===== config.mk =====
export PLATFORM = sky130hd
export DESIGN_NAME = waitTimer
export DESIGN_NICKNAME = d
export VERILOG_FILES = /design/src/source/zxHostPkg.sv /design/src/source/waitTimer.sv
export SDC_FILE = /design/constraint.sdc
export NUM_CORES = 1
export LEC_CHECK = 0
export BUFFER_PORTS_ARGS = -buffer_cell sky130_fd_sc_hd__buf_4
export CELL_PAD_IN_SITES_DETAIL_PLACEMENT = 0
export CELL_PAD_IN_SITES_GLOBAL_PLACEMENT = 1
export CORE_AREA = 4 4 41 43
export CTS_CLUSTER_SIZE = 8
export DETAILED_ROUTE_END_ITERATION = 8
export DIE_AREA = 0 0 45 47
export PLACE_DENSITY = 0.47
export SLEW_MARGIN = 0
export SYNTH_ARGS = -nofsm -noshare
export SYNTH_HDL_FRONTEND = slang
export SYNTH_SLANG_ARGS = --single-unit

===== constraint.sdc =====
create_clock -name clkCpu -period 3.7 [get_ports clkCpu]
set_clock_uncertainty 0.05 [all_clocks]
set_input_delay 0 -clock clkCpu [delete_from_list [all_inputs] [get_ports clkCpu]]
set_output_delay 0 -clock clkCpu [all_outputs]
set_load 0.02 [all_outputs]

===== src/source/zxHostPkg.sv =====
// ZX host shared definitions
// Bus widths, region and state encodings, access latencies

package zxHostPkg;

    //~~~~~~~~~~~~~~~~~~~~~~~~~~~~~~~~~~~~~~~~~~~~~~~~~~~~~~~~~~~~
    // Bus and memory widths
    //~~~~~~~~~~~~~~~~~~~~~~~~~~~~~~~~~~~~~~~~~~~~~~~~~~~~~~~~~~~~
    typedef logic [15:0] addr_t;         // Z80 address bus
    typedef logic [7:0]  data_t;         // Z80 data byte
    typedef logic [13:0] ramAddr_t;      // Internal 16K RAM
    typedef logic [12:0] vramAddr_t;     // Bitmap and attributes, lower 8K
    typedef logic [21:0] flashAddr_t;    // Flash pins
    typedef logic [17:0] sramAddr_t;     // SRAM pins
    typedef logic [39:0] keyMatrix_t;    // 8 rows x 5 keys, active low
    typedef logic [2:0]  waitCnt_t;      // Wait timer count

    //~~~~~~~~~~~~~~~~~~~~~~~~~~~~~~~~~~~~~~~~~~~~~~~~~~~~~~~~~~~~
    // Encodings
    //~~~~~~~~~~~~~~~~~~~~~~~~~~~~~~~~~~~~~~~~~~~~~~~~~~~~~~~~~~~~
    typedef enum logic [1:0] {
        REGION_ROM,                      // 0000-3FFF, flash
        REGION_RAM,                      // 4000-7FFF, internal dual port
        REGION_SRAM,                     // 8000-FFFF, external SRAM
        REGION_IO                        // Any I/O cycle
    } region_t;

    typedef enum logic [1:0] {
        BUS_IDLE,
        BUS_WAIT,                        // nWait held low
        BUS_DONE                         // Waiting for strobes to release
    } busState_t;

    // Latency of each target in clkCpu cycles
    localparam waitCnt_t ROM_WAIT  = 3'd3;
    localparam waitCnt_t SRAM_WAIT = 3'd2;
    localparam waitCnt_t INT_WAIT  = 3'd1;   // Internal RAM and I/O

    localparam data_t KEMPSTON_PORT = 8'h1F;

endpackage


===== src/source/waitTimer.sv =====
// Wait timer
// Loadable down-counter that flags the last cycle of an access latency

`timescale 1ns/10ps

module waitTimer (
    input  logic               clkCpu,
    input  logic               rst,
    input  logic               load,
    input  zxHostPkg::waitCnt_t loadValue,
    output logic               done
);
    import zxHostPkg::*;

    waitCnt_t count;                     // Cycles left, zero when idle

    always_ff @(posedge clkCpu) begin
        if (rst) begin
            count <= '0;
        end else if (load) begin
            count <= loadValue;
        end else if (count != '0) begin
            count <= count - 3'd1;       // Runs down to zero and parks
        end
    end

    // Last cycle of the latency, N cycles after the load edge
    assign done = (count == 3'd1);

    // The Z80 bus has one access in flight, so a reload mid-count means
    // the controller lost track of the running access
    assert property (@(posedge clkCpu) disable iff (rst)
        load |-> (count == '0))
    else $error("waitTimer reloaded while counting");

endmodule


### Word-level counts from Yosys, hierarchy flattened

Index checks and enable logic that the tools add are counted.

| word-level totals | value |
|---|---|
| word-level logic and storage cells | 7 |
| output and inout port bits | 1 |
| register bits | 3 |
| input port bits | 6 |

| operators by class | value |
|---|---|
| multiplexer cells | 2 |
| reduce and logical (&&, ||, !) cells | 2 |
| add/sub/neg operators | 1 |
| eq/ne operators | 1 |

Operator list:

| kind | count |
|---|---|
| $mux W3 | 2 |
| $eq A3 B1 Y1 const B | 1 |
| $reduce_bool A3 Y1 | 1 |
| $sub A3 B1 Y3 const B | 1 |
| $reduce_bool A2 Y1 | 1 |

### Longest topological paths before layout

Gate-level depths: netlist (run 1).

| depth | value |
|---|---|
| depth after elaboration | 3 |
| mapped depth | 4 |

### Least setup slack after synthesis (run 1)

Ideal clock, no wire load.

| timing path | value |
|---|---|
| kind | register to register |
| start | reg count[0] |
| end | reg count[2] |
| slack | 2382 ps |
| clock period less this slack | 1318 ps |
| path buffers | 0 |
| data arrival time | 1180 ps |
| cell stages (with the launch flop) | 5 |
| cell sequence | dfxtp_1 > inv_1 > ha_1 > or3b_1 > a311oi_2 |

| on the way | value |
|---|---|
| cells in the longest elaborated chain, start to end | 3 |

RTL lines:

| item | RTL line | RTL |
|---|---|---|
| start: declaration | waitTimer.sv:15 | `waitCnt_t count;` |
| start signal: assignment | waitTimer.sv:21 | `count <= loadValue;` |
| start signal: assignment | waitTimer.sv:23 | `count <= count - 3'd1;` |
| $sub A3 B1 Y3 | waitTimer.sv:23 |  |
| $mux W3 | waitTimer.sv:22 | `end else if (count != '0) begin` |
| $mux W3 | waitTimer.sv:20 | `end else if (load) begin` |

Parallel ways exist; a longest one is shown, timed or not. The select of a mux whose other input is x is not followed.
A chain may end at the register's enable or synchronous reset.

### Worst setup path in the final report (run 1)

Same ends and word-level chain as after synthesis.

==> flow_summary.json, run 1 <==
{
  "crit_start": "count[0]",
  "die_height_um": 47,
  "endpoint": "count[2]",
  "largest_reg_flops": 3,
  "grt_use_total_pct": 5.599,
  "hpwl_um": 383.3,
  "fmax_ghz": 0.7027,
  "antenna_left": 0,
  "synth_cells": 23,
  "crit_chain": "inv_1, ha_1, or3b_1, a311oi_2",
  "area_delta_synth_final_pct": 44.69,
  "syn_area_um2": 224.0,
  "die-area_um2": 2115,
  "diodes": 0,
  "rsz0062_at_grt": "false",
  "grt_start_max_net_pins": 9,
  "finalSetupViolCount": 0,
  "cts_tree": "built",
  "drtIter0Drc": 0,
  "gp_congestion": 0.7337,
  "path_depth": 4,
  "placed_area_um2": 287.8,
  "finalMaxSlewViolations": 0,
  "wl_per_cell_um": 9.878,
  "clock-sinks": 3,
  "holdBufCountCts": 1,
  "clockBufferDepth": 2,
  "grt_pass1_wl_um": 752,
  "clock_latency_ns": 0.24,
  "period_share_pct": 38.46,
  "synth.avg_cell_area_um2": 9.738,
  "post_cts_resized": 0,
  "internal_power_uw": 93.84,
  "synth_warnings": 0,
  "vias_per_cell": 4.082,
  "synth_fp_nets": 32,
  "path_buf_inv": 1,
  "leakagePower_nw": 0.1375,
  "worst-endpoint-arrival_ns": 1.52,
  "path_clk_slew_ns": 0.04,
  "status": "finished, final reports clean",
  "p_clk_share_pct": 45.4,
  "holdCritPathClass": "in -> reg",
  "die_x_um": 45,
  "io_buffers": 6,
  "wirelength_um": 484,
  "r2r_end": "count[2]",
  "max_stage_delay_ns": 0.37,
  "fp.coreArea_um2": 1301,
  "reg_top3": "count (3)",
  "tightest_slew_ns": 0.3111,
  "grt_pass1_vias": 186,
  "cts_made_buffers": 3,
  "regMostFlops": "count",
  "initial_core_util_pct": 17.21,
  "cp_slowest_cell": "or3b_1",
  "rrSetupSlack_ns": 2.28,
  "pwr-share-seq_pct": 30.5,
  "cp.required_ns": 3.80,
  "p_per_area_nw_per_um2": 397.1,
  "nNetsFinal": 44,
  "slew_headroom_pct": 79.21,
  "tns_ns": 0,
  "ys_ff_latch": 3,
  "combPwrFrac_pct": 24.0,
  "grt_antenna_before_repair": 0,
  "switching_share_pct": 27.08,
  "period_minus_slack_ns": 1.423,
  "num_vias": 200,
  "drive_above_1_share_pct": 32.35,
  "rows": 13,
  "power.switching_uw": 34.84,
  "route.detailed.drc": 0,
  "r2r_cells": 4,
  "drtPass1Iterations": 1,
  "grt_overflow": 0,
  "crit_family": "simple AND/OR/NAND/NOR gates",
  "ctsHtreeMaxLevel": 1,
  "seq_area_frac_synth_pct": 26.82,
  "hold_viol_final": 0,
  "io_pins": 7,
  "maxCapViolations": 0,
  "critPathKind": "reg -> reg",
  "cts_setup_buffers": 0,
  "cp-start-kind": "register",
  "crit-reg2reg-launch": "count[0]",
  "ys_types": 11,
  "ir_worst_vdd_mv": 0.1233,
  "stdcell_area_um2": 324.1,
  "clockRootBuffer": "clkbuf_4",
  "worstSetupEndpointType": "register",
  "worstPathMaxFanout": 4
}
## synth_stat cells
master | n | share of area (%)
nor2b_1 | 5 | 14
dfxtp_1 | 3 | 27
ha_1 | 3 | 17
inv_1 | 3 | 5.0
a2111oi_1 | 2 | 8.9
nor4b_1 | 2 | 7.8
a311oi_2 | 1 | 6.7
and2b_2 | 1 | 3.9
nand2b_1 | 1 | 2.8
or2b_1 | 1 | 3.4
or3b_1 | 1 | 3.9
## layout by cell type, fill, tap and decap left out, drive strengths merged
master,Yosys,final
clkbuf,0,4
inv,3,3
and2b,1,1
dlygate4sd3,0,1
buf,0,6
nor4b,2,2
a311oi,1,1
a2111oi,2,2
ha,3,3
dfxtp,3,3
nor2b,5,5
or2b,1,1
or3b,1,1
nand2b,1,1
## layout make-up
| class | instances | area (µm²) |
|---|---|---|
| clock buffer | 4 | 26.28 |
| fill | 156 | 977.2 |
| inverter | 3 | 11.26 |
| multi-input combinational | 17 | 152.6 |
| sequential | 3 | 60.06 |
| tap | 15 | 18.77 |
| timing repair buffer | 7 | 55.05 |
## worst reg2reg max path, cell delays in order (launching register included)
cell      delay [ns]
dfxtp_1         0.36
inv_1           0.08
ha_1            0.23
or3b_1          0.37
a311oi_2        0.24
## cells by family after synthesis
| group | share of synthesized area (%) |
|---|---|
| compound gates | 15.64 |
| buf+inv | 5.028 |
| fa+ha+maj | 16.76 |
| flops | 26.82 |
| simple gates | 35.76 |
## metal layers
layer  vias to the layer above  wire length [µm]  global-route usage, %
met3                         0                19                  1.149
met4                         0                 0                  8.772
met1                        93               191                  5.204
met5                         -                 0                      0
met2                         5               273                  8.475
li1                        102                 -                      -
## power by group through the flow
stage | registers (mW) | clock network, mW | logic (mW)
after floorplan | 0.0387 | 0 | 0.0199
after global placement | 0.0399 | 0 | 0.0296
after detailed placement | 0.0399 | 0 | 0.0301
after CTS | 0.0393 | 0.0631 | 0.0313
after global routing | 0.0398 | 0.0636 | 0.0347
final | 0.0393 | 0.0585 | 0.0309
## how the worst min path moves through the flow
stage / startpoint / to / slack [ns] / cells after the start
5_1_grt: loadValue[0] / count[0] / 0.04 / 3
4_1_cts: load / count[2] / 0.02 / 3
6_report: loadValue[1] / count[1] / 0.03 / 3
2_1_floorplan: rst / count[2] / 0.02 / 1
3_3_place_gp: rst / count[2] / 0.14 / 2
3_5_place_dp: rst / count[2] / 0.14 / 2
## through the flow
stage               worst slack, ns  std cells  total power [mW]  hold WS (ns)  utilization [%]
global route                  2.201         49            0.1381       0.04399            24.90
global placement              2.288         44           0.06945        0.1431            22.12
CTS                           2.248         49            0.1337       0.02191            24.90
detailed placement            2.266         44           0.07003        0.1397            22.12
finish                        2.277         49            0.1287       0.03046            24.90
floorplan                     2.382         23           0.05861       0.01786                -
Power figures use the tool's default switching activity.
==> inputs of run 2 (changes only) <==
Settings changed: ABC_AREA set to 1, PLACE_DENSITY 0.47 to 0.5.
Clock period 3.7 ns to 1.45 ns, I/O delays scaled along.
==> run 2 against run 1 <==
  * Die area did not move
  * Sequential share of layout area increased by 0.14 points
  * Worst hold slack worse by 0.019 ns
  * Power grew to 2.7 times the previous value
  * Clock power grew to 2.5 times the previous value
==> flow_summary.json, run 2 <==
{
  "status": "finished, final reports clean",
  "layout_common_cells": "nand2_1, nor2_1, inv_1",
  "syn_area_um2": 221.5,
  "tns_ns": 0,
  "synth_common_cells": "nand2_1, nor2_1, inv_1",
  "route.detailed.drc": 0,
  "initial_core_util_pct": 17.02,
  "tightest_slew_ns": 0.2104,
  "io_buffers": 6,
  "ys_types": 9,
  "r2r_cells": 7,
  "wl_per_cell_um": 8.397,
  "num_vias": 236,
  "hold_viol_final": 0,
  "rows": 13,
  "fmax_ghz": 0.8499,
  "worstSetupEndpointType": "register",
  "leakagePower_nw": 0.1756,
  "ys_ff_latch": 3,
  "synth_top_flop_cell": "dfxtp_1",
  "fp.coreArea_um2": 1301,
  "rsz0062_at_grt": "false",
  "worst-endpoint-arrival_ns": 1.25,
  "cp.required_ns": 1.53,
  "post-route-util_pct": 24.71,
  "seq_area_frac_synth_pct": 27.12,
  "die_x_um": 45,
  "grt_antenna_before_repair": 0,
  "die_height_um": 47,
  "whs_ns": 0.01162,
  "clockRootBuffer": "clkbuf_4",
  "drtIter0Drc": 3,
  "drive_above_1_share_pct": 20.83,
  "wirelength_um": 529,
  "worstPathMaxFanout": 3,
  "synth_warnings": 0,
  "finalSetupViolCount": 0,
  "layout_commonest_cell": "nand2_1",
  "ir_worst_vdd_mv": 0.6575,
  "cp-start-kind": "register",
  "critPathKind": "reg -> reg",
  "slew_headroom_pct": 85.92,
  "period_minus_slack_ns": 1.177,
  "hold_depth": 3,
  "final_cells": 63,
  "yosys.area.top_type_share_pct": 27.12,
  "clock-sinks": 3,
  "grt_overflow": 0,
  "holdCritPathClass": "in -> reg",
  "grt_start_max_net_pins": 9,
  "dp_slack_ns": 0.2768,
  "clock_latency_ns": 0.23,
  "clockBufferDepth": 2,
  "gp_congestion": 0.6912,
  "r2r_end": "count[0]",
  "grt_pass1_wl_um": 903,
  "path_clk_slew_ns": 0.04,
  "finalMaxSlewViolations": 0,
  "yosysMostFrequentCell": "nand2_1",
  "place_inst": 58,
  "synth_fp_nets": 46,
  "endpoint": "count[0]",
  "ctsHtreeMaxLevel": 1,
  "grt_pass1_vias": 212,
  "synth-edff-count": 0,
  "stdcell_area_um2": 321.6,
  "cts_made_buffers": 3,
  "holdBufCountCts": 1,
  "cts_setup_buffers": 0,
  "synth_top_area_cell": "dfxtp_1",
  "finalPower_uw": 350.9,
  "post_cts_resized": 0,
  "area_delta_synth_final_pct": 45.20,
  "cts_tree": "built",
  "period_share_pct": 81.14,
  "vias_per_cell": 3.746,
  "rrSetupSlack_ns": 0.27,
  "hpwl_um": 417.2,
  "antenna_left": 0,
  "p_per_area_nw_per_um2": 1091,
  "die-area_um2": 2115,
  "diodes": 0,
  "crit-reg2reg-launch": "count[0]",
  "reg_top3": "count (3)",
  "nNetsFinal": 58,
  "crit_start": "count[0]",
  "synth_cells": 37,
  "drtPass1Iterations": 4,
  "grt_use_total_pct": 6.003,
  "largest_reg_flops": 3,
  "maxCapViolations": 0,
  "fin_ws_ns": 0.2735,
  "async_flop_share_pct": 0,
  "regMostFlops": "count",
  "yosys-top-cells-area": "dfxtp_1, ha_1, nand2_1",
  "placed_area_um2": 285.3,
  "io_pins": 7,
  "synth.avg_cell_area_um2": 5.985,
  "fillers": 159
}
[run 2: cell count changes in the layout (fill, tap and decap cells not counted), moves of 4 or more]
| cell | previous run | this run |
|---|---|---|
| nor2b_1 | 5 | 0 |
| inv_1 | 3 | 7 |
| nor2_1 | 0 | 8 |
| nand2_1 | 0 | 9 |
[run 2: layout make-up]
| type | instances | area (µm²) | share of cell area [%] |
|---|---|---|---|
| Sequential cell | 3 | 60.06 | 18.68 |
| Timing Repair Buffer | 7 | 55.05 | 17.12 |
| Tap cell | 15 | 18.77 | 5.837 |
| Inverter | 8 | 30.03 | 9.339 |
| Multi-Input combinational cell | 26 | 131.4 | 40.86 |
| Clock buffer | 4 | 26.28 | 8.171 |
[run 2: critical path, cell delays in order, from the launching register on]
cell	delay [ns]
dfxtp_1	0.32
inv_1	0.10
ha_1	0.18
inv_1	0.04
nor2_1	0.18
nand3_1	0.10
nand2_1	0.07
nor2_1	0.04
[run 2: cells by family after synthesis]
family	after synthesis	share of synthesized area (%)
buffers and inverters	8	13.56
and+or+nand+nor	19	33.33
adders and majority gates	3	16.95
DFF	3	27.12
AOI/OAI and AO/OA	4	9.040
[run 2: report_power, final]
group / internal (mW) / total [mW] / switching, mW / leakage [nW]
Clock: 0.103 / 0.147 / 0.0435 / 0.0150
Combinational: 0.0440 / 0.103 / 0.0588 / 0.136
Sequential: 0.0946 / 0.101 / 0.00677 / 0.0250
Total: 0.242 / 0.351 / 0.109 / 0.176
[run 2: worst min-delay path by stage]
stage,start,end,slack (ns)
2_1_floorplan,load,count[2],0.07
3_3_place_gp,rst,count[2],0.22
3_5_place_dp,rst,count[2],0.23
4_1_cts,load,count[2],0.02
5_1_grt,load,count[2],0.05
6_report,load,count[2],0.01
[run 2: routing by layer]
| layer | global-route usage, % | wire, µm | vias up | share of wire (%) |
|---|---|---|---|---|
| met1 | 7.045 | 222 | 100 | 42 |
| met2 | 10.17 | 279 | 4 | 53 |
| met5 | 0 | 0 | - | 0 |
| met3 | 3.448 | 27 | 0 | 5.1 |
| met4 | 0 | 0 | 0 | 0 |
| li1 | - | - | 132 | - |
==> inputs of run 3 (changes only) <==
Clock period 1.45 ns to 1.2 ns, I/O delays scaled along.
==> run 3 against run 2 <==
  * Sequential power increased by 22%
  * Cell count increased by 3.2%
  * Worst hold slack got worse by 0.0019 ns
  * Power increased by 26%
  * Cell area increased by 9.7%
  * Non-clock buffer count increased by 2
  * Global-route usage increased by 0.63 points
  * Via count increased by 3.0%
  * Sequential share of layout area decreased by 1.3 points
  * Die area unchanged
  * Clock-buffer cell count unchanged
==> flow_summary.json, run 3 (same netlist as run 2, synthesis figures left out) <==
{
  "cts_setup_buffers": 0,
  "gp_congestion": 0.6314,
  "worst-endpoint-arrival_ns": 1.07,
  "worstSetupEndpointType": "primary output",
  "layout_common_cells": "nand2_1, buf_4, nor2_1",
  "initial_core_util_pct": 17.02,
  "reg_top3": "count (3)",
  "maxCapViolations": 0,
  "grt_antenna_before_repair": 0,
  "grt_overflow": 0,
  "antenna_left": 0,
  "crit_chain": "inv_2, buf_4, ha_4, inv_1, nor2_1, buf_4",
  "tightest_slew_ns": 0.1435,
  "grt_use_total_pct": 6.630,
  "placed_area_um2": 300.3,
  "r2r_end": "count[2]",
  "fin_ws_ns": 0.08007,
  "io_pins": 7,
  "cp-start-kind": "register",
  "die-area_um2": 2115,
  "clock-sinks": 3,
  "holdCritPathClass": "in -> reg",
  "critPathKind": "reg -> out",
  "finalMaxSlewViolations": 0,
  "cp_slowest_cell": "dfxtp_2",
  "area_delta_synth_final_pct": 59.32,
  "drtPass1Iterations": 1,
  "route.detailed.drc": 0,
  "status": "finished, final reports clean",
  "layout_commonest_cell": "nand2_1",
  "rsz0062_at_grt": "false",
  "stdcell_area_um2": 352.8,
  "period_share_pct": 93.33,
  "hold_start": "load",
  "finalPower_uw": 441.5,
  "vias_per_cell": 3.738,
  "path_clk_slew_ns": 0.03,
  "slew_headroom_pct": 90.40,
  "dp_slack_ns": 0.08211,
  "worstHoldEndpoint": "count[2]",
  "hold_viol_final": 0,
  "clockRootBuffer": "clkbuf_4",
  "die_x_um": 45,
  "diodes": 0,
  "drtIter0Drc": 0,
  "clock_latency_ns": 0.23,
  "finalSetupViolCount": 0,
  "grt_start_max_net_pins": 9,
  "regMostFlops": "count",
  "p_per_area_nw_per_um2": 1251,
  "grt_pass1_vias": 257,
  "die_height_um": 47,
  "worstPathMaxFanout": 3,
  "drive_above_1_share_pct": 32.00,
  "io_buffers": 6,
  "hold_depth": 3,
  "wl_per_cell_um": 7.338,
  "largest_reg_flops": 3,
  "r2r_cells": 7,
  "tns_ns": 0,
  "period_minus_slack_ns": 1.120,
  "final_cells": 65,
  "hpwl_um": 405.1,
  "rows": 13,
  "rrSetupSlack_ns": 0.12,
  "grt_pass1_wl_um": 972,
  "place_inst": 60,
  "fmax_ghz": 0.8929,
  "crit_top_cell": "buf_4",
  "crit-reg2reg-launch": "count[1]",
  "ctsHtreeMaxLevel": 1,
  "num_vias": 243,
  "fp.coreArea_um2": 1301,
  "cp.required_ns": 1.15,
  "leakagePower_nw": 0.1854,
  "nNetsFinal": 60,
  "ir_worst_vdd_mv": 0.5941,
  "cts_made_buffers": 3,
  "wirelength_um": 477,
  "max_stage_delay_ns": 0.31,
  "cts_tree": "built",
  "clockBufferDepth": 2
}
run 3: changes by cell type in the layout (fill, tap and decap cells not counted), sizes merged:
cell  previous run  this run
buf              6         8
run 3: final cells by class:
cell class	count	area, µm²
repair buffers	9	70.07
well taps	15	18.77
flip-flops and latches	3	61.31
multi-input cells	26	146.4
inverters	8	30.03
clock buffers	4	26.28
fillers	145	948.4
run 3: report_power, final:
part | internal [mW] | switching, mW
Combinational | 0.0676 | 0.0779
Clock | 0.124 | 0.0484
Sequential | 0.116 | 0.00772
run 3: worst max path at each step:
stage                        start       end  slack, ns  cells after the start
after floorplan           count[0]  count[1]       0.16                      5
after global placement    count[0]  count[0]       0.07                      7
after detailed placement  count[0]  count[1]       0.08                      7
after CTS                 count[1]      done       0.03                      6
after global routing      count[0]  count[1]      0.008                      5
final                     count[1]      done       0.08                      6
run 3: layer usage:
layer | wire [µm] | GRT usage [%] | vias to the layer above
met5 | 0 | 0 | -
met4 | 0 | 5.263 | 0
met3 | 12 | 3.448 | 0
met2 | 267 | 10.73 | 2
met1 | 196 | 6.349 | 104
li1 | - | - | 137
run 3: per-stage QoR:
stage | hold slack (ns) | utilization (%)
finish | 0.009732 | 27.12
global route | 0.02133 | 27.12
CTS | 0.008925 | 25.87
detailed placement | 0.2294 | 23.08
global placement | 0.2233 | 23.08
floorplan | 0.06743 | -
run 3: worst max-delay path, delay by kind of cell (launching register included):
kind	cells	cell delay [ns]
flip-flops	1	0.31
adder cells (fa/ha/maj)	1	0.14
buffers and inverters	4	0.35
AND/OR/NAND/NOR	1	0.03
run 3: what timing repair did:
| action | 4_1_cts | 5_1_grt |
|---|---|---|
| gates resized for setup | 0 | 6 |
| hold buffers | 1 | 0 |
| endpoints found under the setup margin | 0 | 3 |
| endpoints found under the hold margin | 3 | 0 |
